===== src/design/riscv151_pkg.sv =====
package riscv151_pkg;

    typedef logic [31:0] word_t;     // data, instruction or pc
    typedef logic [4:0]  reg_addr_t; // architectural register index

    // base opcodes of the supported subset
    typedef enum logic [6:0] {
        OP_REG    = 7'b0110011,
        OP_IMM    = 7'b0010011,
        OP_LUI    = 7'b0110111,
        OP_BRANCH = 7'b1100011,
        OP_JAL    = 7'b1101111
    } opcode_e;

    typedef enum logic [3:0] {
        ALU_ADD, ALU_SUB, ALU_SLL, ALU_SLT, ALU_SLTU, ALU_XOR,
        ALU_SRL, ALU_SRA, ALU_OR, ALU_AND, ALU_PASS_B
    } alu_op_e;

    typedef enum logic [2:0] {
        BR_NONE, BR_EQ, BR_NE, BR_LT, BR_GE
    } br_op_e;

    typedef enum logic {
        WB_ALU, // alu result
        WB_PC4  // link address for jal
    } wb_sel_e;

    // decode result consumed by execute
    typedef struct packed {
        alu_op_e   alu_op;
        br_op_e    br_op;
        logic      jump;
        logic      use_imm;  // b operand from immediate
        logic      reg_we;
        wb_sel_e   wb_sel;
        reg_addr_t rs1;
        reg_addr_t rs2;
        reg_addr_t rd;       // zero for non-writers
        word_t     imm;
    } ctrl_t;

    typedef struct packed {
        word_t addr; // word index, low bits used
        word_t data;
    } prog_wr_t;

    typedef struct packed {
        word_t     pc;
        reg_addr_t rd;
        word_t     data;
    } retire_t;

endpackage


===== src/design/alu.sv =====
module alu (
    input  riscv151_pkg::word_t   a_i,
    input  riscv151_pkg::word_t   b_i,
    input  riscv151_pkg::alu_op_e op_i,
    input  riscv151_pkg::br_op_e  br_i,
    output riscv151_pkg::word_t   result_o,
    output logic                  taken_o
);

    logic [4:0] shamt;

    assign shamt = b_i[4:0]; // rv32 shifts use low five bits

    always_comb begin
        unique case (op_i)
            riscv151_pkg::ALU_ADD:    result_o = a_i + b_i;
            riscv151_pkg::ALU_SUB:    result_o = a_i - b_i;
            riscv151_pkg::ALU_SLL:    result_o = a_i << shamt;
            riscv151_pkg::ALU_SLT:    result_o = {31'b0, $signed(a_i) < $signed(b_i)};
            riscv151_pkg::ALU_SLTU:   result_o = {31'b0, a_i < b_i};
            riscv151_pkg::ALU_XOR:    result_o = a_i ^ b_i;
            riscv151_pkg::ALU_SRL:    result_o = a_i >> shamt;
            riscv151_pkg::ALU_SRA:    result_o = $signed(a_i) >>> shamt;
            riscv151_pkg::ALU_OR:     result_o = a_i | b_i;
            riscv151_pkg::ALU_AND:    result_o = a_i & b_i;
            riscv151_pkg::ALU_PASS_B: result_o = b_i; // lui
            default:                  result_o = '0;
        endcase
    end

    // branch comparator on the same operands
    always_comb begin
        case (br_i)
            riscv151_pkg::BR_EQ: taken_o = (a_i == b_i);
            riscv151_pkg::BR_NE: taken_o = (a_i != b_i);
            riscv151_pkg::BR_LT: taken_o = ($signed(a_i) <  $signed(b_i));
            riscv151_pkg::BR_GE: taken_o = ($signed(a_i) >= $signed(b_i));
            default:             taken_o = 1'b0;
        endcase
    end

endmodule


===== config.mk =====
export PLATFORM = sky130hd
export DESIGN_NAME = alu
export DESIGN_NICKNAME = d
export VERILOG_FILES = /design/src/design/riscv151_pkg.sv /design/src/design/alu.sv
export SDC_FILE = /design/constraint.sdc
export NUM_CORES = 1
export LEC_CHECK = 0
export ABC_AREA = 1
export ABC_CLOCK_PERIOD_IN_PS = 2600
export BUFFER_PORTS_ARGS = -buffer_cell sky130_fd_sc_hd__buf_2
export CELL_PAD_IN_SITES_DETAIL_PLACEMENT = 0
export CELL_PAD_IN_SITES_GLOBAL_PLACEMENT = 1
export CORE_MARGIN = 2
export CORE_UTILIZATION = 40
export DETAILED_ROUTE_END_ITERATION = 6
export GPL_TIMING_DRIVEN = 0
export PLACE_DENSITY_LB_ADDON = 0.1
export SYNTH_ARGS = -nofsm -noshare
export SYNTH_HDL_FRONTEND = slang
export SYNTH_SLANG_ARGS = --single-unit

===== constraint.sdc =====
create_clock -name vclk -period 2.6
set_input_delay 0.13 -clock vclk [all_inputs]
set_output_delay 0.13 -clock vclk [all_outputs]
set_load 0.01 [all_outputs]

# == After elaboration in Yosys (flattened, before gate mapping) ==
# Cells that the tools add are included.
# totals
ff_bits,0
latchBits,0
mem_bits_rw,0
rom_bits,0
in_bits,71
word_cells,30
memories,0
# classes
n_addsub,2
mul,0
div,0
n_lt_le_gt_ge,3
n_eq_ne,16
shifts,3
mux,2
n_bitwise,3
reduce_logical,1
# op_table
cell,n
$pmux 32 s11,1
$lt 32x32->1,2
$add 32x32->32,1
$and 32x32->32,1
$eq 32x32->1,1
$ge 32x32->1,1
$ne 32x32->1,1
$or 32x32->32,1
$shl 32x5->32,1
$shr 32x5->32,1
$sshr 32x5->32,1
$sub 32x32->32,1
$xor 32x32->32,1
$eq 4x3->1 const B,4
$eq 4x4->1 const B,3
$eq 4x2->1 const B,2
$eq 3x2->1 const B,2
$eq 4x1->1 const B,1
$logic_not 4->1,1
$pmux 1 s4,1
$eq 3x1->1 const B,1
$eq 3x3->1 const B,1

# == Longest topological paths before layout ==
# depth
word_depth,2
mapped_depth,20

# == Worst setup path after synthesis ==
# Ideal clock, no wire load.
# synth_timing
path_type,input-to-output
startpoint,input port b_i[2]
endpoint,output port result_o[18]
arrival_time_ns,2.180
required_time_ns,2.470
setup_slack_ns,0.290
cell_stages,18
cell_sequence,buf_2 -> inv_2 -> buf_2 -> buf_2 -> ha_1 -> buf_2 -> inv_1 -> nand2_1 -> nand2_1 -> nand2_1 -> o21bai_1 -> nand2_1 -> nand2_1 -> nand3_1 -> nand2_1 -> nand2_1 -> nand3_1 -> nand3_1
# synth_between
elab_chain_cells,2
elab_cells_between_ends,6
# synth_lines
item,line,source
from (decl),alu.sv:3,"input riscv151_pkg::word_t b_i,"
"$sub 32x32->32, or another cell as far along",alu.sv:17,riscv151_pkg::ALU_SUB: result_o = a_i - b_i;
$pmux 32 s11 (*),alu.sv:15,unique case (op_i)
to (decl),alu.sv:6,"output riscv151_pkg::word_t result_o,"
# Mark *: on every way between the ends. The rest lies on a longest branch, timed or not.

# == Worst setup path in the final report ==
# layout_timing
startpoint,input port b_i[2]
endpoint,output port result_o[5]
# Same word-level chain as after synthesis.

==> flow_summary.json <==
{
  "start_util_pct": 40.5,
  "gpl.final_weighted_congestion": 1.11,
  "global_route.overflow_total": 0,
  "synthCells": 2014,
  "die_area_um2": 25800,
  "die_w_um": 161,
  "fp-row-count": 57,
  "layout.area.seq_um2": 0,
  "route.antenna.remaining_nets": 0,
  "crit_chain": "buf_2 > buf_12 > inv_16 > clkbuf_1 > nand3_1 > nand2_1 > nand3_1 > o211ai_1 > nor2_4 > nand4_1 > buf_2",
  "startpoint_type": "input pin",
  "mappedNetlistArea_um2": 9820,
  "grt.total_usage_pct": 43.6,
  "path_max_fanout": 16,
  "hpwl_um": 48800,
  "iteration_0_drc_markers": 2427,
  "worst-endpoint-arrival_ns": 2.45,
  "wirelength_um": 58900,
  "ys_seq_area_share_pct": 0,
  "growth_of_design_area_from_synthesis_to_finish_pct": 16.0,
  "post_route_cells_drive_above_1_share_pct": 13.5,
  "final.setup.tns_ns": 0,
  "dp_cells": 2442,
  "postSynthAreaPerCell_um2": 4.88,
  "report.power.total_mw": 2.57,
  "core-area_um2": 24200,
  "layout_setup_ws_ns": 0.0190,
  "reported_max_cap_violation_count": 0,
  "post_layout_nonfiller_instances": 2459,
  "max_freq_ghz": 0.387,
  "status": "finished, violations left",
  "clkbuf_count": 0,
  "seq_cells": 0,
  "max_slew.worst_pin.slew_ns": 1.01,
  "io_buffers": 104,
  "wire_length_of_the_first_global_routing_pass_um": 84400,
  "postPlaceCellArea_um2": 10700,
  "grt_antenna_before_repair": 1,
  "maxSlewViolCount": 0,
  "io_pins": 104,
  "yosys.cell_types.count": 43,
  "cpPeakStageDelay_ns": 0.76,
  "worstPathBufferInverterCount": 5,
  "timing.slew.headroom_pct": 32.9,
  "worst_ir_drop_vdd_v": 0.000102,
  "violated_checks": "DRC",
  "worstHoldPathType": "in2out",
  "die_y_um": 161,
  "timing_worst_setup_path_type": "in2out",
  "vias_per_cell": 6.14,
  "number_of_hold_slack_violations_in_the_final_timing_report": 0,
  "final_routed_wire_length_divided_by_cell_count_um": 24.0,
  "post_layout_instance_area_um2": 11400,
  "power.density_cell_area_nw_per_um2": 225,
  "grt_start_max_net_pins": 22,
  "place_worst_setup_slack_ns": -1.29,
  "routed-via-count": 15100,
  "drc_errors": 4,
  "synth_fp_nets": 2185,
  "cp_top_family": "buffers and inverters",
  "final-setup-viol-count": 0,
  "first_global_vias": 13400,
  "final_net_count": 2307,
  "drt_pass1_iterations": 7,
  "period_needed_ns": 2.58,
  "finalCritPeriodShare_pct": 99.3,
  "yosysWarningCount": 0,
  "critical-path-slowest-cell": "clkbuf_1",
  "total_leakage_power_nw": 6.23,
  "required_time_at_the_worst_slack_endpoint_ns": 2.47,
  "worstSetupEndpointType": "primary output",
  "cts_hold_repair.buffers": 0
}
==> what timing repair did <==
item,CTS,global route
endpoints found under the setup margin,33,29
gates resized for setup,75,77
setup buffers,5,15
cloned,0,1
pin swaps,8,14
==> where the power goes <==
group / switching [mW] / internal [mW] / total, mW / leakage (nW)
logic: 1.81 / 0.756 / 2.57 / 6.23
clock network: 0 / 0.0000000190 / 0.0000000191 / 0.00000922
registers: 0 / 0 / 0 / 0
total: 1.81 / 0.756 / 2.57 / 6.23
==> Yosys cell counts, types with 2 or more instances <==
library cell	number	area, um^2
o211ai_1	36	270
nor2_4	5	56.3
inv_1	244	916
o2111ai_1	2	17.5
buf_2	49	245
o21ai_1	8	40.0
nand2_1	651	2440
nand4_1	20	125
ha_1	98	1230
a31oi_1	3	18.8
nand3_1	355	1780
inv_2	9	33.8
buf_1	11	41.3
or2_2	3	18.8
mux2i_1	3	30.0
o21bai_1	8	60.1
o22ai_1	36	225
clkbuf_1	22	82.6
a21oi_1	103	515
nor4_1	3	18.8
nand3b_1	4	30.0
xor2_1	3	26.3
nor2_1	176	661
nand2_2	5	31.3
clkinv_1	3	11.3
a221oi_1	5	43.8
and2_1	3	18.8
o21a_1	9	67.6
o21ai_0	85	425
fa_1	2	40.0
nor3_1	29	145
nor2_2	3	18.8
buf_4	8	60.1
==> per-layer routing <==
layer / global-route usage, % / up-vias / routed length [um]
met5: 0 / - / 0
met4: 16.1 / 0 / 3090
met3: 9.94 / 172 / 8760
met2: 63.6 / 1214 / 23000
met1: 62.0 / 6837 / 24000
li1: - / 6867 / -
==> layout by cell type (no fill, tap or decap), drive strengths merged <==
cell type,synthesis,final
a31oi,3,3
nor2,184,184
o31ai,1,1
diode,0,1
o211ai,36,36
and2,3,3
o22ai,36,36
nand3,355,355
a221oi,5,5
o21bai,8,8
o21ai,93,93
a211oi,1,1
nand4,20,20
a21o,1,1
nor3,30,30
clkinv,3,3
xor2,3,3
o211a,1,1
clkbuf,23,25
inv,253,251
and3,1,1
nand3b,4,4
mux2i,3,3
buf,69,187
or2,3,3
a21oi,104,104
ha,98,98
nand2,656,656
nor3b,1,1
fa,2,2
nor4,3,3
o2111ai,2,2
o21a,9,9
clkinvlp,0,2
==> tightest hold or removal path, cell delays in order <==
cell and delay [ns]:
buf_2 0.09, nor3b_1 0.05, nand2_1 0.05, nand2_1 0.04, buf_2 0.13
==> per-stage QoR <==
stage / hold WS [ns] / utilization (%)
5_1_grt: 0.646 / 47.0
3_3_place_gp: 0.609 / 44.3
4_1_cts: 0.611 / 45.5
6_report: 0.614 / 47.0
2_1_floorplan: 0.415 / -
3_5_place_dp: 0.609 / 44.3
==> worst paths after layout <==
path,from,endpoint,slack (ns),depth (start not counted)
hold / removal,br_i[0],taken_o,0.61,5
setup / recovery,b_i[2],result_o[5],0.02,11
==> area by class of cell <==
type | instances | area (um^2)
fill | 2869 | 12900
multi-input combinational | 1666 | 8710
inverter | 256 | 1000
timing repair buffer | 125 | 723
buffer | 87 | 547
tap | 324 | 405
antenna | 1 | 2.50
==> kinds of logic (layout without fill, tap and decap cells) <==
| logic type | after synthesis | after routing | share of synthesized area, % |
|---|---|---|---|
| muxes | 3 | 3 | 0.306 |
| AOI/OAI and AO/OA | 300 | 300 | 17.6 |
| other | 0 | 1 | 0 |
| adders and majority gates | 100 | 100 | 12.9 |
| xor gates and xnor gates | 3 | 3 | 0.268 |
| and+or+nand+nor | 1260 | 1260 | 54.6 |
| buffers and inverters | 348 | 468 | 14.3 |
Note: power is estimated with default switching activity, not from simulation.
