===== config.mk =====
export PLATFORM = sky130hd
export DESIGN_NAME = regfile
export DESIGN_NICKNAME = d
export VERILOG_FILES = /design/src/design/riscv151_pkg.sv /design/src/design/regfile.sv
export SDC_FILE = /design/constraint.sdc
export NUM_CORES = 2
export LEC_CHECK = 0
export BUFFER_PORTS_ARGS = -buffer_cell sky130_fd_sc_hd__buf_4
export CAP_MARGIN = 10
export CORE_MARGIN = 5
export CORE_UTILIZATION = 51
export DETAILED_ROUTE_END_ITERATION = 12
export PLACE_DENSITY_LB_ADDON = 0.12
export SYNTH_ARGS = -nofsm -noshare
export SYNTH_HDL_FRONTEND = slang
export SYNTH_SLANG_ARGS = --single-unit

===== constraint.sdc =====
create_clock -name clk -period 3.92 [get_ports clk]
set_input_delay 0.784 -clock clk [delete_from_list [all_inputs] [get_ports clk]]
set_output_delay 0.784 -clock clk [all_outputs]
set_load 0.05 [all_outputs]

===== src/design/riscv151_pkg.sv =====
package riscv151_pkg;

    typedef logic [31:0] word_t;     // data, instruction or pc
    typedef logic [4:0]  reg_addr_t; // architectural register index

    // base opcodes of the supported subset
    typedef enum logic [6:0] {
        OP_REG    = 7'b0110011,
        OP_IMM    = 7'b0010011,
        OP_LUI    = 7'b0110111,
        OP_BRANCH = 7'b1100011,
        OP_JAL    = 7'b1101111
    } opcode_e;

    typedef enum logic [3:0] {
        ALU_ADD, ALU_SUB, ALU_SLL, ALU_SLT, ALU_SLTU, ALU_XOR,
        ALU_SRL, ALU_SRA, ALU_OR, ALU_AND, ALU_PASS_B
    } alu_op_e;

    typedef enum logic [2:0] {
        BR_NONE, BR_EQ, BR_NE, BR_LT, BR_GE
    } br_op_e;

    typedef enum logic {
        WB_ALU, // alu result
        WB_PC4  // link address for jal
    } wb_sel_e;

    // decode result consumed by execute
    typedef struct packed {
        alu_op_e   alu_op;
        br_op_e    br_op;
        logic      jump;
        logic      use_imm;  // b operand from immediate
        logic      reg_we;
        wb_sel_e   wb_sel;
        reg_addr_t rs1;
        reg_addr_t rs2;
        reg_addr_t rd;       // zero for non-writers
        word_t     imm;
    } ctrl_t;

    typedef struct packed {
        word_t addr; // word index, low bits used
        word_t data;
    } prog_wr_t;

    typedef struct packed {
        word_t     pc;
        reg_addr_t rd;
        word_t     data;
    } retire_t;

endpackage


===== src/design/regfile.sv =====
module regfile (
    input  logic                   clk,
    input  logic                   rst_n_i,
    input  logic                   we_i,
    input  riscv151_pkg::reg_addr_t waddr_i,
    input  riscv151_pkg::word_t     wdata_i,
    input  riscv151_pkg::reg_addr_t raddr1_i,
    input  riscv151_pkg::reg_addr_t raddr2_i,
    output riscv151_pkg::word_t     rdata1_o,
    output riscv151_pkg::word_t     rdata2_o
);

    riscv151_pkg::word_t regs [32];

    always_ff @(posedge clk or negedge rst_n_i) begin
        if (!rst_n_i) begin
            for (int i = 0; i < 32; i++) regs[i] <= '0; // architectural state starts clean
        end else if (we_i && waddr_i != '0) begin         // x0 stays zero
            regs[waddr_i] <= wdata_i;
        end
    end

    // async reads
    assign rdata1_o = (raddr1_i == '0) ? '0 : regs[raddr1_i];
    assign rdata2_o = (raddr2_i == '0) ? '0 : regs[raddr2_i];

endmodule


# After elaboration in Yosys (flattened, before gate mapping)
# Index checks and enable logic that the tools add are counted.
# Widths: inputs -> output; s select.
[word_totals]
ff_bits = 1024
elab_cells = 55
in_bits = 50
out_inout_bits = 64
[op_classes]
magnitude_cmp = 4
n_bitwise = 3
n_reduce_logical = 5
muxes = 11
[op_table]
columns = ["op", "n"]
rows = [
  ["$bwmux 1024", 1],
  ["$bmux 32 s5", 2],
  ["$mux 32", 7],
  ["$demux 32 s5", 1],
  ["$ge 6x6->1 const B", 3],
  ["$not 5->6", 3],
  ["$logic_not 5->1", 2],
  ["$lt 6x1->1 const B", 1],
  ["$reduce_bool 5->1", 1],
  ["$logic_and 1x1->1", 2],
]

# Logic depth before layout (Yosys ltp)
[depth]
ltp_word = 6
ltp_mapped = 7
mapped_depth_nobuf = 4

# Least setup slack after synthesis
# Ideal clock, no wire load.
[synth_timing]
path_type = "input port to output port"
from = "in raddr1_i[0]"
to = "out rdata1_o[14]"
path_slack_ns = -0.010
cell_stages = 7
t_arrival_ns = 3.146
required_ns = 3.136
path_buffers = 4
path_cell_list = "buf_2 inv_1 buf_2 buf_2 clkbuf_1 o2111ai_1 a311oi_1"
[synth_between]
elab_chain_len = 5
word_cells_on_any_way = 6
cone_classes = "mux: 4; bitwise: 1; reduce/logical: 1"
[synth_rtl]
columns = ["item", "line", "text"]
rows = [
  ["start, declared", "regfile.sv:7", "input riscv151_pkg::reg_addr_t raddr1_i,"],
  ["$not 5->6 (not written as such)", "regfile.sv:24", "assign rdata1_o = (raddr1_i == '0) ? '0 : regs[raddr1_i];"],
  ["$bmux 32 s5", "regfile.sv:24", ""],
  ["$mux 32 (not written as such) (2 in a row)", "regfile.sv:24", ""],
  ["$mux 32 *", "regfile.sv:24", ""],
  ["end, declared", "regfile.sv:9", "output riscv151_pkg::word_t rdata1_o,"],
]
# Mark *: on every way between the ends. The rest lies on a longest branch, timed or not. The select of a mux whose other input is x is not followed.

# Final worst setup path
[layout_timing]
from = "in raddr2_i[0]"
to = "out rdata2_o[12]"
[layout_between]
elab_chain_len = 5
word_cells_on_any_way = 6
cone_classes = "mux: 4; bitwise: 1; reduce/logical: 1"
[layout_rtl]
columns = ["item", "line", "text"]
rows = [
  ["start, declared", "regfile.sv:8", "input riscv151_pkg::reg_addr_t raddr2_i,"],
  ["$not 5->6 (not written as such)", "regfile.sv:25", "assign rdata2_o = (raddr2_i == '0) ? '0 : regs[raddr2_i];"],
  ["$bmux 32 s5", "regfile.sv:25", ""],
  ["$mux 32 (not written as such) (2 in a row)", "regfile.sv:25", ""],
  ["$mux 32 *", "regfile.sv:25", ""],
  ["end, declared", "regfile.sv:10", "output riscv151_pkg::word_t rdata2_o"],
]
# Marks and branches as above.

==> out/results.ini <==
[run_status]
run_status = finished clean

[critical_path]
ff2ff_setup_slack_ns = 3.10
required_time_worst_endpoint_ns = 3.14
crit-reg2reg-launch = regs[574]
cp-start-kind = input pin
worstSetupEndpointType = primary output
reg2reg_depth = 1
critical_path.max_fanout = 20
critical_path.reg2reg.endpoint = regs[574]
worstPathArrival_ns = 3.08
criticalPathCategory = input pin to primary output

[yosys]
synthesis.nets = 3671
synthArstFlopShare = 1.00
synth-warning-count = 0
synth_largest_type_area_fraction = 0.471
sequential_area_share_after_synthesis = 0.471
postSynthRegisterBits = 1024
syn-cell-area_sq_um = 54400
synth_flop_cell = sky130_fd_sc_hd__dfrtp_1
synth.lib_cells_used.distinct = 35
synth_edf_count = 0
synth.top_cells.by_area = sky130_fd_sc_hd__dfrtp_1 47%, sky130_fd_sc_hd__mux2_2 22%, sky130_fd_sc_hd__mux4_2 19%
syn_inst = 3621
avgSynthCellArea_sq_um = 15.0
post-synth-top-area-cell = sky130_fd_sc_hd__dfrtp_1

[place]
detailed_place_hpwl_mm = 114
post-place-cells = 4951
finalWeightedCongestion = 0.855
placement.cell_area_sq_um = 58500
numPortBuffers = 113

[power_and_ir_drop]
switching_component_of_the_power_uw = 9020
share_of_power_burned_in_combinational_logic = 0.216
cellPowerDensity_nw_per_um2 = 513
sequentialPowerShare = 0.442
design_power_total_uw = 32000
ir_worst_vdd_v = 0.000432
internal_power_contribution_uw = 23000
static-leakage-power_uw = 0.0268
power_switching_share = 0.282
power_frac_clock = 0.342

[drt]
drtPass1Iterations = 6
via_count = 36500
dr.first_iter.drc_count = 3678
drtAntennaViolNets = 0
avgViaCountPerCell = 7.06
remaining_drc_errors = 0
routed_wire_length_per_instance_microns = 36.0
detail_route.wirelength_mm = 186

[clock_network]
htree_num_levels = 3
cts.clk_slew.worst_paths_ns = 0.06
clock-root-buffer = sky130_fd_sc_hd__clkbuf_16
clock_insertion_delay_worst_skew_ns = 0.69
clock_path_buffers = 3
cts_resized = 1
hold_buffers = 0
tritoncts = built
numCtsBuffers = 112
post_cts.repair.setup_buffers = 0
tritoncts_num_sinks = 1024

[sta]
hold_viol = 0
unrepaired_setup_endpoints_after_global_routing = false
final.period_utilization = 0.986
worstMarginPinSlew_ns = 1.07
setup-tns-final_ns = 0
final.setup_skew_ns = 0
report.final.setup_viol = 0
final.hold.worst_slack_ns = 0.0581
timing.fmax_mhz = 259
slew_viol_final = 0
finalCriticalPeriod_ns = 3.87
slew_headroom = 0.286

[min_path]
worst_hold_path_type = input pin to async pin

[final_layout]
largest-register = regs
areaGrowthSynthToFinish_pct = 14.6
post_layout_nonfiller_instances = 5163
seq_area_sq_um = 25600
final_cell_area_sq_um = 62300
fillerInstances = 8012
largestRegisters = regs x1024
fraction_of_final_layout_cells_with_drive_strength_greater_than_1 = 0.571
final_net_count = 3724
multiInputGateArea_sq_um = 27300
largest_reg_flops = 1024

[floorplanning]
initial_standard_cell_utilization_of_the_core = 0.515
fp.dieH_microns = 337
placeableCoreArea_sq_um = 106000
die_width_microns = 337
row_count = 119
fp.dieArea_sq_um = 113000
io_pins = 114

[flow_run]
max_capacitance_violation_count = 0

[grt]
number_of_global_route_vias_before_repair = 38400
first_pass_grt_wire_length_mm = 272
grt_util_all_layers = 0.329
grt_start_max_net_pins = 137
gr-total-overflow = 0
grt_antenna_before_repair = 8

-- cell type report --
cell class,count,area share
Sequential cell,1024,0.411
Antenna cell,4,0.000161
Inverter,2,0.000161
Multi-Input combinational cell,2163,0.438
Clock buffer,161,0.0533
Clock inverter,47,0.00803
Timing Repair Buffer,371,0.0611
Tap cell,1391,0.0279
-- critical path, cell delays in order --
cell                       delay (ns)
sky130_fd_sc_hd__buf_6           0.33
sky130_fd_sc_hd__buf_12          0.29
sky130_fd_sc_hd__mux4_2          0.51
sky130_fd_sc_hd__nor2b_1         0.14
sky130_fd_sc_hd__a211oi_1        0.41
sky130_fd_sc_hd__a311oi_1        0.23
sky130_fd_sc_hd__buf_4           0.33
-- power groups by stage --
stage | clock network, uW | logic (uW) | registers, uW
2_1_floorplan | 0 | 5100 | 13700
3_3_place_gp | 0 | 6660 | 14000
3_5_place_dp | 0 | 6870 | 14200
4_1_cts | 11100 | 6900 | 14100
5_1_grt | 11500 | 7340 | 14300
6_report | 10900 | 6910 | 14100
-- routing by layer --
| layer | GRT usage | share of wire | vias up |
|---|---|---|---|
| met5 | 0 | 0.00015 | - |
| met4 | 0.122 | 0.042 | 4 |
| met3 | 0.0824 | 0.094 | 475 |
| met2 | 0.506 | 0.46 | 1908 |
| met1 | 0.460 | 0.41 | 19900 |
| li1 | - | - | 14200 |
-- cells in the final DEF (no fill, tap or decap), types with 4 or more instances in the layout --
master and n:
sky130_fd_sc_hd__a211oi_1 63, sky130_fd_sc_hd__a221oi_1 46, sky130_fd_sc_hd__a22oi_1 64, sky130_fd_sc_hd__a311oi_1 14, sky130_fd_sc_hd__a311oi_2 50, sky130_fd_sc_hd__buf_12 78, sky130_fd_sc_hd__buf_4 286, sky130_fd_sc_hd__buf_8 5
sky130_fd_sc_hd__bufinv_16 9, sky130_fd_sc_hd__clkbuf_1 19, sky130_fd_sc_hd__clkbuf_16 115, sky130_fd_sc_hd__clkbuf_8 27, sky130_fd_sc_hd__clkinv_2 30, sky130_fd_sc_hd__clkinvlp_4 4, sky130_fd_sc_hd__dfrtp_1 1024, sky130_fd_sc_hd__diode_2 4
sky130_fd_sc_hd__mux2_1 10, sky130_fd_sc_hd__mux2_2 1046, sky130_fd_sc_hd__mux2i_1 128, sky130_fd_sc_hd__mux4_2 448, sky130_fd_sc_hd__nand2_1 38, sky130_fd_sc_hd__nand2_2 11, sky130_fd_sc_hd__nor2_1 5, sky130_fd_sc_hd__nor2_4 14
sky130_fd_sc_hd__nor2b_1 66, sky130_fd_sc_hd__nor2b_4 5, sky130_fd_sc_hd__o2111ai_1 18, sky130_fd_sc_hd__o21ai_0 101, sky130_fd_sc_hd__o21ai_1 9
-- kinds of logic after synthesis --
kind of cell | count (synthesis) | synth area share
flip-flops | 1024 | 0.471
buffers and inverters | 434 | 0.0363
AND/OR/NAND/NOR | 165 | 0.0161
AO/OA/AOI/OAI | 366 | 0.0484
multiplexers | 1632 | 0.428
-- how the worst max path moves through the flow --
stage | startpoint | endpoint | slack [ns] | cells after the start
6_report | raddr2_i[0] | rdata2_o[12] | 0.05 | 7
5_1_grt | raddr1_i[2] | rdata1_o[13] | 0.02 | 7
4_1_cts | raddr1_i[0] | rdata1_o[10] | 0.06 | 8
3_5_place_dp | raddr2_i[0] | rdata2_o[30] | -0.09 | 7
3_3_place_gp | raddr2_i[0] | rdata2_o[30] | -0.09 | 7
2_1_floorplan | raddr2_i[0] | rdata2_o[12] | 0.002 | 7
-- synthesized netlist by cell type (all sizes together) (5+ instances only) --
| cell type | number |
|---|---|
| o21ai | 110 |
| a311oi | 64 |
| nor2 | 19 |
| a211oi | 64 |
| nand2b | 5 |
| buf | 207 |
| nand2 | 49 |
| mux2i | 128 |
| o2111ai | 18 |
| a221oi | 46 |
| dfrtp | 1024 |
| clkbuf | 225 |
| mux2 | 1056 |
| nor2b | 71 |
| a22oi | 64 |
| mux4 | 448 |
-- through the flow --
step                      setup slack [ns]   util
after floorplan                    0.00220      -
after global placement             -0.0885  0.554
after detailed placement           -0.0895  0.554
after CTS                           0.0590  0.590
after global routing                0.0216  0.590
final                               0.0550  0.590
Power figures use the tool's default switching activity.
