File: config.mk
export PLATFORM = sky130hd
export DESIGN_NAME = pipeline
export DESIGN_NICKNAME = d
export VERILOG_FILES = /design/src/design/riscv151_pkg.sv /design/src/design/pipeline.sv
export SDC_FILE = /design/constraint.sdc
export NUM_CORES = 1
export LEC_CHECK = 0
export BUFFER_PORTS_ARGS = -buffer_cell sky130_fd_sc_hd__buf_4
export CAP_MARGIN = 10
export CORE_ASPECT_RATIO = 1.5
export CORE_UTILIZATION = 30
export DETAILED_ROUTE_END_ITERATION = 8
export SKIP_CTS_REPAIR_TIMING = 1
export SLEW_MARGIN = 20
export SYNTH_ARGS = -nofsm -noshare
export SYNTH_HDL_FRONTEND = slang
export SYNTH_SLANG_ARGS = --single-unit
File: constraint.sdc
create_clock -name clk -period 3.2 [get_ports clk]
set_clock_uncertainty 0.2 [all_clocks]
set_input_delay 0.48 -clock clk [delete_from_list [all_inputs] [get_ports clk]]
set_output_delay 0.48 -clock clk [all_outputs]
set_load 0.005 [all_outputs]
File: src/design/riscv151_pkg.sv
package riscv151_pkg;

    typedef logic [31:0] word_t;     // data, instruction or pc
    typedef logic [4:0]  reg_addr_t; // architectural register index

    // base opcodes of the supported subset
    typedef enum logic [6:0] {
        OP_REG    = 7'b0110011,
        OP_IMM    = 7'b0010011,
        OP_LUI    = 7'b0110111,
        OP_BRANCH = 7'b1100011,
        OP_JAL    = 7'b1101111
    } opcode_e;

    typedef enum logic [3:0] {
        ALU_ADD, ALU_SUB, ALU_SLL, ALU_SLT, ALU_SLTU, ALU_XOR,
        ALU_SRL, ALU_SRA, ALU_OR, ALU_AND, ALU_PASS_B
    } alu_op_e;

    typedef enum logic [2:0] {
        BR_NONE, BR_EQ, BR_NE, BR_LT, BR_GE
    } br_op_e;

    typedef enum logic {
        WB_ALU, // alu result
        WB_PC4  // link address for jal
    } wb_sel_e;

    // decode result consumed by execute
    typedef struct packed {
        alu_op_e   alu_op;
        br_op_e    br_op;
        logic      jump;
        logic      use_imm;  // b operand from immediate
        logic      reg_we;
        wb_sel_e   wb_sel;
        reg_addr_t rs1;
        reg_addr_t rs2;
        reg_addr_t rd;       // zero for non-writers
        word_t     imm;
    } ctrl_t;

    typedef struct packed {
        word_t addr; // word index, low bits used
        word_t data;
    } prog_wr_t;

    typedef struct packed {
        word_t     pc;
        reg_addr_t rd;
        word_t     data;
    } retire_t;

endpackage

File: src/design/pipeline.sv
module pipeline #(
    parameter riscv151_pkg::word_t RESET_PC    = '0,
    parameter int                  IMEM_AWIDTH = 8
) (
    input  logic                     clk,
    input  logic                     rst_n_i,
    input  logic                     core_en_i,
    input  riscv151_pkg::word_t      fetch_data_i,
    input  riscv151_pkg::ctrl_t      ctrl_i,
    input  riscv151_pkg::word_t      rdata1_i,
    input  riscv151_pkg::word_t      rdata2_i,
    input  riscv151_pkg::word_t      alu_result_i,
    input  logic                     alu_taken_i,
    output logic [IMEM_AWIDTH-1:0]   fetch_addr_o,
    output riscv151_pkg::word_t      inst_o,
    output riscv151_pkg::reg_addr_t  rs1_o,
    output riscv151_pkg::reg_addr_t  rs2_o,
    output riscv151_pkg::word_t      alu_a_o,
    output riscv151_pkg::word_t      alu_b_o,
    output riscv151_pkg::alu_op_e    alu_op_o,
    output riscv151_pkg::br_op_e     br_op_o,
    output logic                     rf_we_o,
    output riscv151_pkg::reg_addr_t  rf_waddr_o,
    output riscv151_pkg::word_t      rf_wdata_o,
    output logic                     retire_valid_o,
    output riscv151_pkg::retire_t    retire_o
);

    riscv151_pkg::word_t pc_q;       // address being fetched
    riscv151_pkg::word_t fpc_q;      // pc of the word on fetch_data_i
    logic                fv_q;       // fetch register valid
    riscv151_pkg::word_t wb_data_q, wb_pc_q;
    riscv151_pkg::reg_addr_t wb_rd_q;
    logic                wb_we_q, wb_valid_q;

    riscv151_pkg::word_t op1, op2;   // forwarded sources
    riscv151_pkg::word_t target, ex_wdata;
    logic                fwd1, fwd2, redirect;

    // fetch, memory output acts as the fetch register
    assign fetch_addr_o = pc_q[IMEM_AWIDTH+1:2]; // word index
    assign inst_o       = fetch_data_i;

    // execute operands
    assign rs1_o = ctrl_i.rs1;
    assign rs2_o = ctrl_i.rs2;
    assign fwd1  = rf_we_o && wb_rd_q != '0 && wb_rd_q == ctrl_i.rs1; // wb -> ex bypass
    assign fwd2  = rf_we_o && wb_rd_q != '0 && wb_rd_q == ctrl_i.rs2;
    assign op1   = fwd1 ? wb_data_q : rdata1_i;
    assign op2   = fwd2 ? wb_data_q : rdata2_i;

    assign alu_a_o  = op1;
    assign alu_b_o  = ctrl_i.use_imm ? ctrl_i.imm : op2;
    assign alu_op_o = ctrl_i.alu_op;
    assign br_op_o  = ctrl_i.br_op;

    // branch / jal target and redirect
    assign target   = fpc_q + ctrl_i.imm;
    assign redirect = fv_q & (ctrl_i.jump | alu_taken_i);
    assign ex_wdata = (ctrl_i.wb_sel == riscv151_pkg::WB_PC4) ? fpc_q + 32'd4 : alu_result_i;

    always_ff @(posedge clk or negedge rst_n_i) begin
        if (!rst_n_i) begin
            pc_q       <= RESET_PC;
            fv_q       <= 1'b0;
            wb_valid_q <= 1'b0;
        end else if (!core_en_i) begin   // idle, hold at reset pc
            pc_q       <= RESET_PC;
            fv_q       <= 1'b0;
            wb_valid_q <= 1'b0;
        end else begin
            pc_q       <= redirect ? target : pc_q + 32'd4;
            fv_q       <= ~redirect;      // squash the word behind a taken jump
            wb_valid_q <= fv_q;
        end
    end

    // payload, qualified by the valid bits above
    always_ff @(posedge clk) begin
        fpc_q     <= pc_q;
        wb_data_q <= ex_wdata;
        wb_rd_q   <= ctrl_i.rd;
        wb_we_q   <= ctrl_i.reg_we;
        wb_pc_q   <= fpc_q;
    end

    // write-back
    assign rf_we_o    = wb_valid_q & wb_we_q;
    assign rf_waddr_o = wb_rd_q;
    assign rf_wdata_o = wb_data_q;

    // retire trace, data zero when nothing lands in a register
    assign retire_valid_o = wb_valid_q;
    assign retire_o.pc    = wb_pc_q;
    assign retire_o.rd    = wb_rd_q;
    assign retire_o.data  = (wb_we_q && wb_rd_q != '0) ? wb_data_q : '0;

endmodule

Yosys cells after proc, flatten, opt, wreduce, memory -nomap -nowiden
Cells that the tools add are included.

cells by class
  eq/ne operators = 2
  add/sub/neg operators = 3
  muxes and demuxes = 9
  bitwise logic cells = 4
  reductions and logical operators = 5

operators with widths
  operator                                       count
  two-way mux 32 bit                             7
  adder 32 x 3 -> 32 bit, second input constant  2
  adder 32 bit                                   1
  equality test 5 bit                            2
  nonzero test 5 bit                             1
  logical AND 1 bit                              4
  bitwise AND 1 bit                              2
  two-way mux 1 bit                              2
  NOT 1 bit                                      1
  bitwise OR 1 bit                               1

storage, ports and cells
  register bits = 136
  logic and storage cells = 31

Longest topological paths before layout
  depth in word-level cells = 5
  gate-level depth with buffers = 9
  mapped depth without buffers = 9

Worst setup path after synthesis
OpenSTA, ideal clock, no wires.

  path kind = input port to flip-flop
  start point = input port ctrl_i[0] in the netlist's numbering
  end point = register pc_q[28]
  setup time = 131 ps
  stages on the path = 9
  arrival = 2572 ps
  path slack = 297 ps
  data required time = 2869 ps
  path through = ha_1 -> fa_1 -> a21o_1 -> a221oi_2 -> or3_1 -> a21oi_1 -> nor4_1 -> nor3_1 -> or3b_1

between the ends
  word-level cells in the longest chain between the ends = 3

RTL lines
  item                  line            source
  from (decl)           pipeline.sv:9   input riscv151_pkg::ctrl_t ctrl_i,
  adder 32 bit          pipeline.sv:58  assign target = fpc_q + ctrl_i.imm;
  two-way mux 32 bit    pipeline.sv:72  pc_q <= redirect ? target : pc_q + 32'd4;
  two-way mux 32 bit    pipeline.sv:67  end else if (!core_en_i) begin
  to (signal assigned)  pipeline.sv:72
  to (decl)             pipeline.sv:29  riscv151_pkg::word_t pc_q;

No other way between the ends.

Worst setup path after layout
  start point = register wb_rd_q[0] (netlist: rf_waddr_o[0])
  end point = output port alu_b_o[26]

between the ends
  word-level cells in the longest chain between the ends = 5

RTL lines
  item                    line            source
  from (decl)             pipeline.sv:33  riscv151_pkg::reg_addr_t wb_rd_q;
  from (signal assigned)  pipeline.sv:82  wb_rd_q <= ctrl_i.rd;
  nonzero test 5 bit      pipeline.sv:48  assign fwd2 = rf_we_o && wb_rd_q != '0 && wb_rd_q == ctrl_i.rs2;
  logical AND 1 bit       pipeline.sv:48
  logical AND 1 bit (*)   pipeline.sv:48
  two-way mux 32 bit (*)  pipeline.sv:50  assign op2 = fwd2 ? wb_data_q : rdata2_i;
  two-way mux 32 bit (*)  pipeline.sv:53  assign alu_b_o = ctrl_i.use_imm ? ctrl_i.imm : op2;
  to (decl)               pipeline.sv:19  output riscv151_pkg::word_t alu_b_o,

Mark *: on every way between the ends. The rest lies on a longest branch, timed or not.

==> run_results.csv <==
group,metric,value,unit
yosys,ys_seq_area_share,34.97,%
route,via_count,7974,
setup_path,arrival,2610,ps
floorplan,initial_utilization,30.50,%
sta,worst_pin_slew,732.4,ps
sta,setup_ws,-88.97,ps
clock_tree,cts_tree,"built",
placed_design,dp_slack,4.342,ps
yosys,yosysTopAreaCell,"dfxtp_1",
route,wl_met2,17.08,mm
floorplan,core-area,27130,sq um
setup_path,critPathMaxFanout,10,
yosys,syn-num-nets,1157,
floorplan,fp.dieH,205.4,um
route,vias_per_cell,5.037,
yosys,synth_top_flop_cell,"dfxtp_1",
layout,fin_nets,1450,
layout,nFillCells,2684,
yosys,syn_area,8273,sq um
floorplan,pin_count,419,
sta,layout_min_cycle_time,3289,ps
setup_path,critPathRequiredTime,2520,ps
floorplan,rows,74,
setup_path,rrSetupSlack,220,ps
yosys,synth.ff_latch_count,136,
sta,relSlewSlack,51.12,%
layout,final_cells,1583,
clock_tree,ctsHtreeMaxLevel,4,
yosys,ys_warn_count,0,
pwr,power.share.clock,37.3,%
outcome,violations,"setup timing",
route,wl,32.42,mm
job,cap_violations,0,
yosys,synth_top_area_share,24.68,%
route,wl_per_cell,20.48,um
global_route,grt_max_degree,65,
yosys,ys_types,67,
setup_path,startpoint,"rf_waddr_o[0]$_DFF_P_",
route,drc,0,
clock_tree,ctsLongestPathBuffers,2,
route,wl_met3,1.664,mm
yosys,synthCells,933,
sta,fmax,0.3040,GHz
floorplan,die-area,28260,sq um
setup_path,end_kind,"output pin",
yosys,synth_enable_flop_cells,0,
pwr,seqPwrFrac,37.7,%
setup_path,rr_startpoint,"fpc_q[0]$_DFF_P_",
pwr,p_int,3.921,mW
pwr,p_comb_share,25.0,%
global_route,grt_pass1_vias,7602,
floorplan,fp.dieW,137.6,um
sta,fin_crit_sh,102.8,%
setup_path,endpoint,"alu_b_o[26]",
setup_path,rr_endpoint,"pc_q[12]$_DFF_PN0_",
global_route,overflow,0,
sta,rsz0062_at_grt,"true",
pwr,vdd_drop_max,0.2870,mV
clock_tree,cts_made_buffers,17,
clock_tree,cts.sinks,136,
placed_design,postPlaceCellArea,10790,sq um
clock_tree,clkSlewWorstSetupHoldPaths,60,ps
route,dr.pass1.iters,5,
yosys,synth_area_leaders,"dfxtp_1 25%, dfrtp_1 10%, buf_4 5.9%, ha_1 5.0%, mux2_2 4.8%",
sta,timing.final.max_slew_violations,0,
clock_tree,cts-root-buf,"clkbuf_16",
global_route,grt_use_total,22.02,%
yosys,async_flop_share,25.00,%
outcome,status,"finished, violations left",
placed_design,gp_congestion,0.9327,
min_path,hold_path_class,"in2reg",
route,m1WireLength,12.82,mm
route,highest_layer,"met4",
placed_design,portBuffers,340,
sta,hold_violations,0,
layout,final_area,11640,sq um
global_route,grt_pass1_wl,45.53,mm
setup_path,critPathKind,"reg2out",
global_route,grt_antenna_before_repair,2,
pwr,swShare,29.21,%
layout,syn_to_final_growth,40.73,%
pwr,power_density,475.8,nW/um^2
setup_path,startpoint_type,"flip-flop",
setup_path,reg2regPathDepth,10,
sta,final-setup-viol-count,4,
pwr,p_sw,1.618,mW
placed_design,dp_cells,1535,
route,drtIter0Drc,431,
clock_tree,clock_latency,430,ps
pwr,leakagePower,5.283,nW
sta,timing.setup.tns,-220.1,ps
placed_design,dp_hpwl,25.16,mm
layout,drive_above_1_share,37.05,%
route,final_antenna_net_count,0,
yosys,syn_avg_cell_area,8.867,sq um
## worst min path at each step
stage               depth (start not counted)  slack [ps]                 from                       end
finish                                      3          80     alu_result_i[25]    rf_wdata_o[25]$_DFF_P_
CTS                                         1        -170              rst_n_i  retire_valid_o$_DFF_PN0_
detailed placement                          0         160  pc_q[1]$_DFFE_PN0N_          fpc_q[1]$_DFF_P_
floorplan                                   0         -20              rst_n_i            fv_q$_DFF_PN0_
global placement                            0         150  pc_q[0]$_DFFE_PN0N_          fpc_q[0]$_DFF_P_
global route                                2          70      alu_result_i[3]     rf_wdata_o[3]$_DFF_P_
## layout make-up
cell class	instances	area, sq um	share of cell area (%)
antenna	2	5.005	0.04299
clock buffer	24	503.0	4.320
clock inverter	8	117.6	1.010
inverter	13	48.80	0.4191
multi-input combinational	686	4767	40.95
sequential	136	2909	24.99
tap	342	427.9	3.675
timing repair buffer	372	2864	24.60
## worst max-delay path, cell delays in order (launching register included)
cell	delay, ps
dfxtp_4	370
buf_4	140
xnor2_2	160
nand3_2	110
nor4_4	500
buf_6	260
mux2i_1	310
o21ai_0	150
buf_4	180
## flip-flops by register name, indices dropped and copies added, names as in the netlist
signal          count
pc_q               32
fpc_q              32
fv_q                1
wb_we_q             1
rf_waddr_o          5
retire_valid_o      1
rf_wdata_o         32
wb_pc_q            32
## synthesized netlist by cell type (8+ instances only)
cell and n:
dfxtp_1 102, nand2_1 87, a21oi_1 66, buf_4 65
nor2_1 65, xor2_1 43, xnor2_1 42, o21ai_0 41
and2_1 39, mux2_2 35, dfrtp_1 34, mux2i_1 34
ha_1 33, clkbuf_1 28, nand3_1 28, nand4_1 16
a211oi_1 15, a21o_1 15, and3_1 14, inv_1 13
o22ai_1 9, a31oi_1 8, and4_1 8
## per-stage QoR
stage,utilization (%),hold WS (ps),total power [mW]
floorplan,-,-15.59,2.789
global placement,39.79,154.3,3.468
detailed placement,39.79,158.8,3.471
CTS,42.08,-174.3,5.554
global route,42.92,69.60,5.781
finish,42.92,80.69,5.539
## metal layers
metal / track usage, % / vias up
met2: 39.36 / 275
met5: 0 / -
met1: 25.40 / 3810
met3: 3.843 / 57
met4: 9.066 / 0
li1: - / 3832
## cell families (layout without fill, tap and decap cells)
kind of cell | after synthesis | in the layout | share of synthesized area (%)
compound gates | 200 | 200 | 15.08
xor+xnor | 85 | 85 | 8.999
fa+ha+maj | 34 | 34 | 5.233
buf+inv | 111 | 417 | 8.031
flops | 136 | 136 | 34.97
mux | 70 | 70 | 9.059
other cells | 0 | 2 | 0
simple gates | 297 | 297 | 18.63
## cell usage in the layout (no fill, tap or decap), types with 4 or more instances in the layout
cell type / synthesis / final
a211oi_1: 15 / 15
a21o_1: 15 / 15
a21oi_1: 66 / 66
a31oi_1: 8 / 8
and2_1: 39 / 39
and3_1: 14 / 14
and4_1: 8 / 8
buf_4: 65 / 359
clkbuf_16: 0 / 19
clkinv_2: 0 / 4
dfrtp_1: 34 / 34
dfxtp_1: 102 / 97
dfxtp_4: 0 / 4
dlygate4sd3_1: 0 / 7
ha_1: 33 / 33
inv_1: 13 / 13
mux2_2: 35 / 35
mux2i_1: 34 / 30
nand2_1: 87 / 86
nand3_1: 28 / 27
nand4_1: 16 / 16
nor2_1: 65 / 65
nor3_1: 7 / 7
o211ai_1: 4 / 4
o21a_1: 6 / 6
o21ai_0: 41 / 28
o21ai_1: 5 / 17
o21bai_1: 5 / 5
o22ai_1: 9 / 9
xnor2_1: 42 / 41
xor2_1: 43 / 43
## power by group through the flow
stage,clock (mW),combinational (mW),sequential [mW]
finish,2.07,1.39,2.09
global route,2.17,1.51,2.11
CTS,2.11,1.36,2.09
detailed placement,0,1.35,2.12
global placement,0,1.35,2.12
floorplan,0,0.736,2.05
No activity file was read; power rests on OpenSTA's default activity.
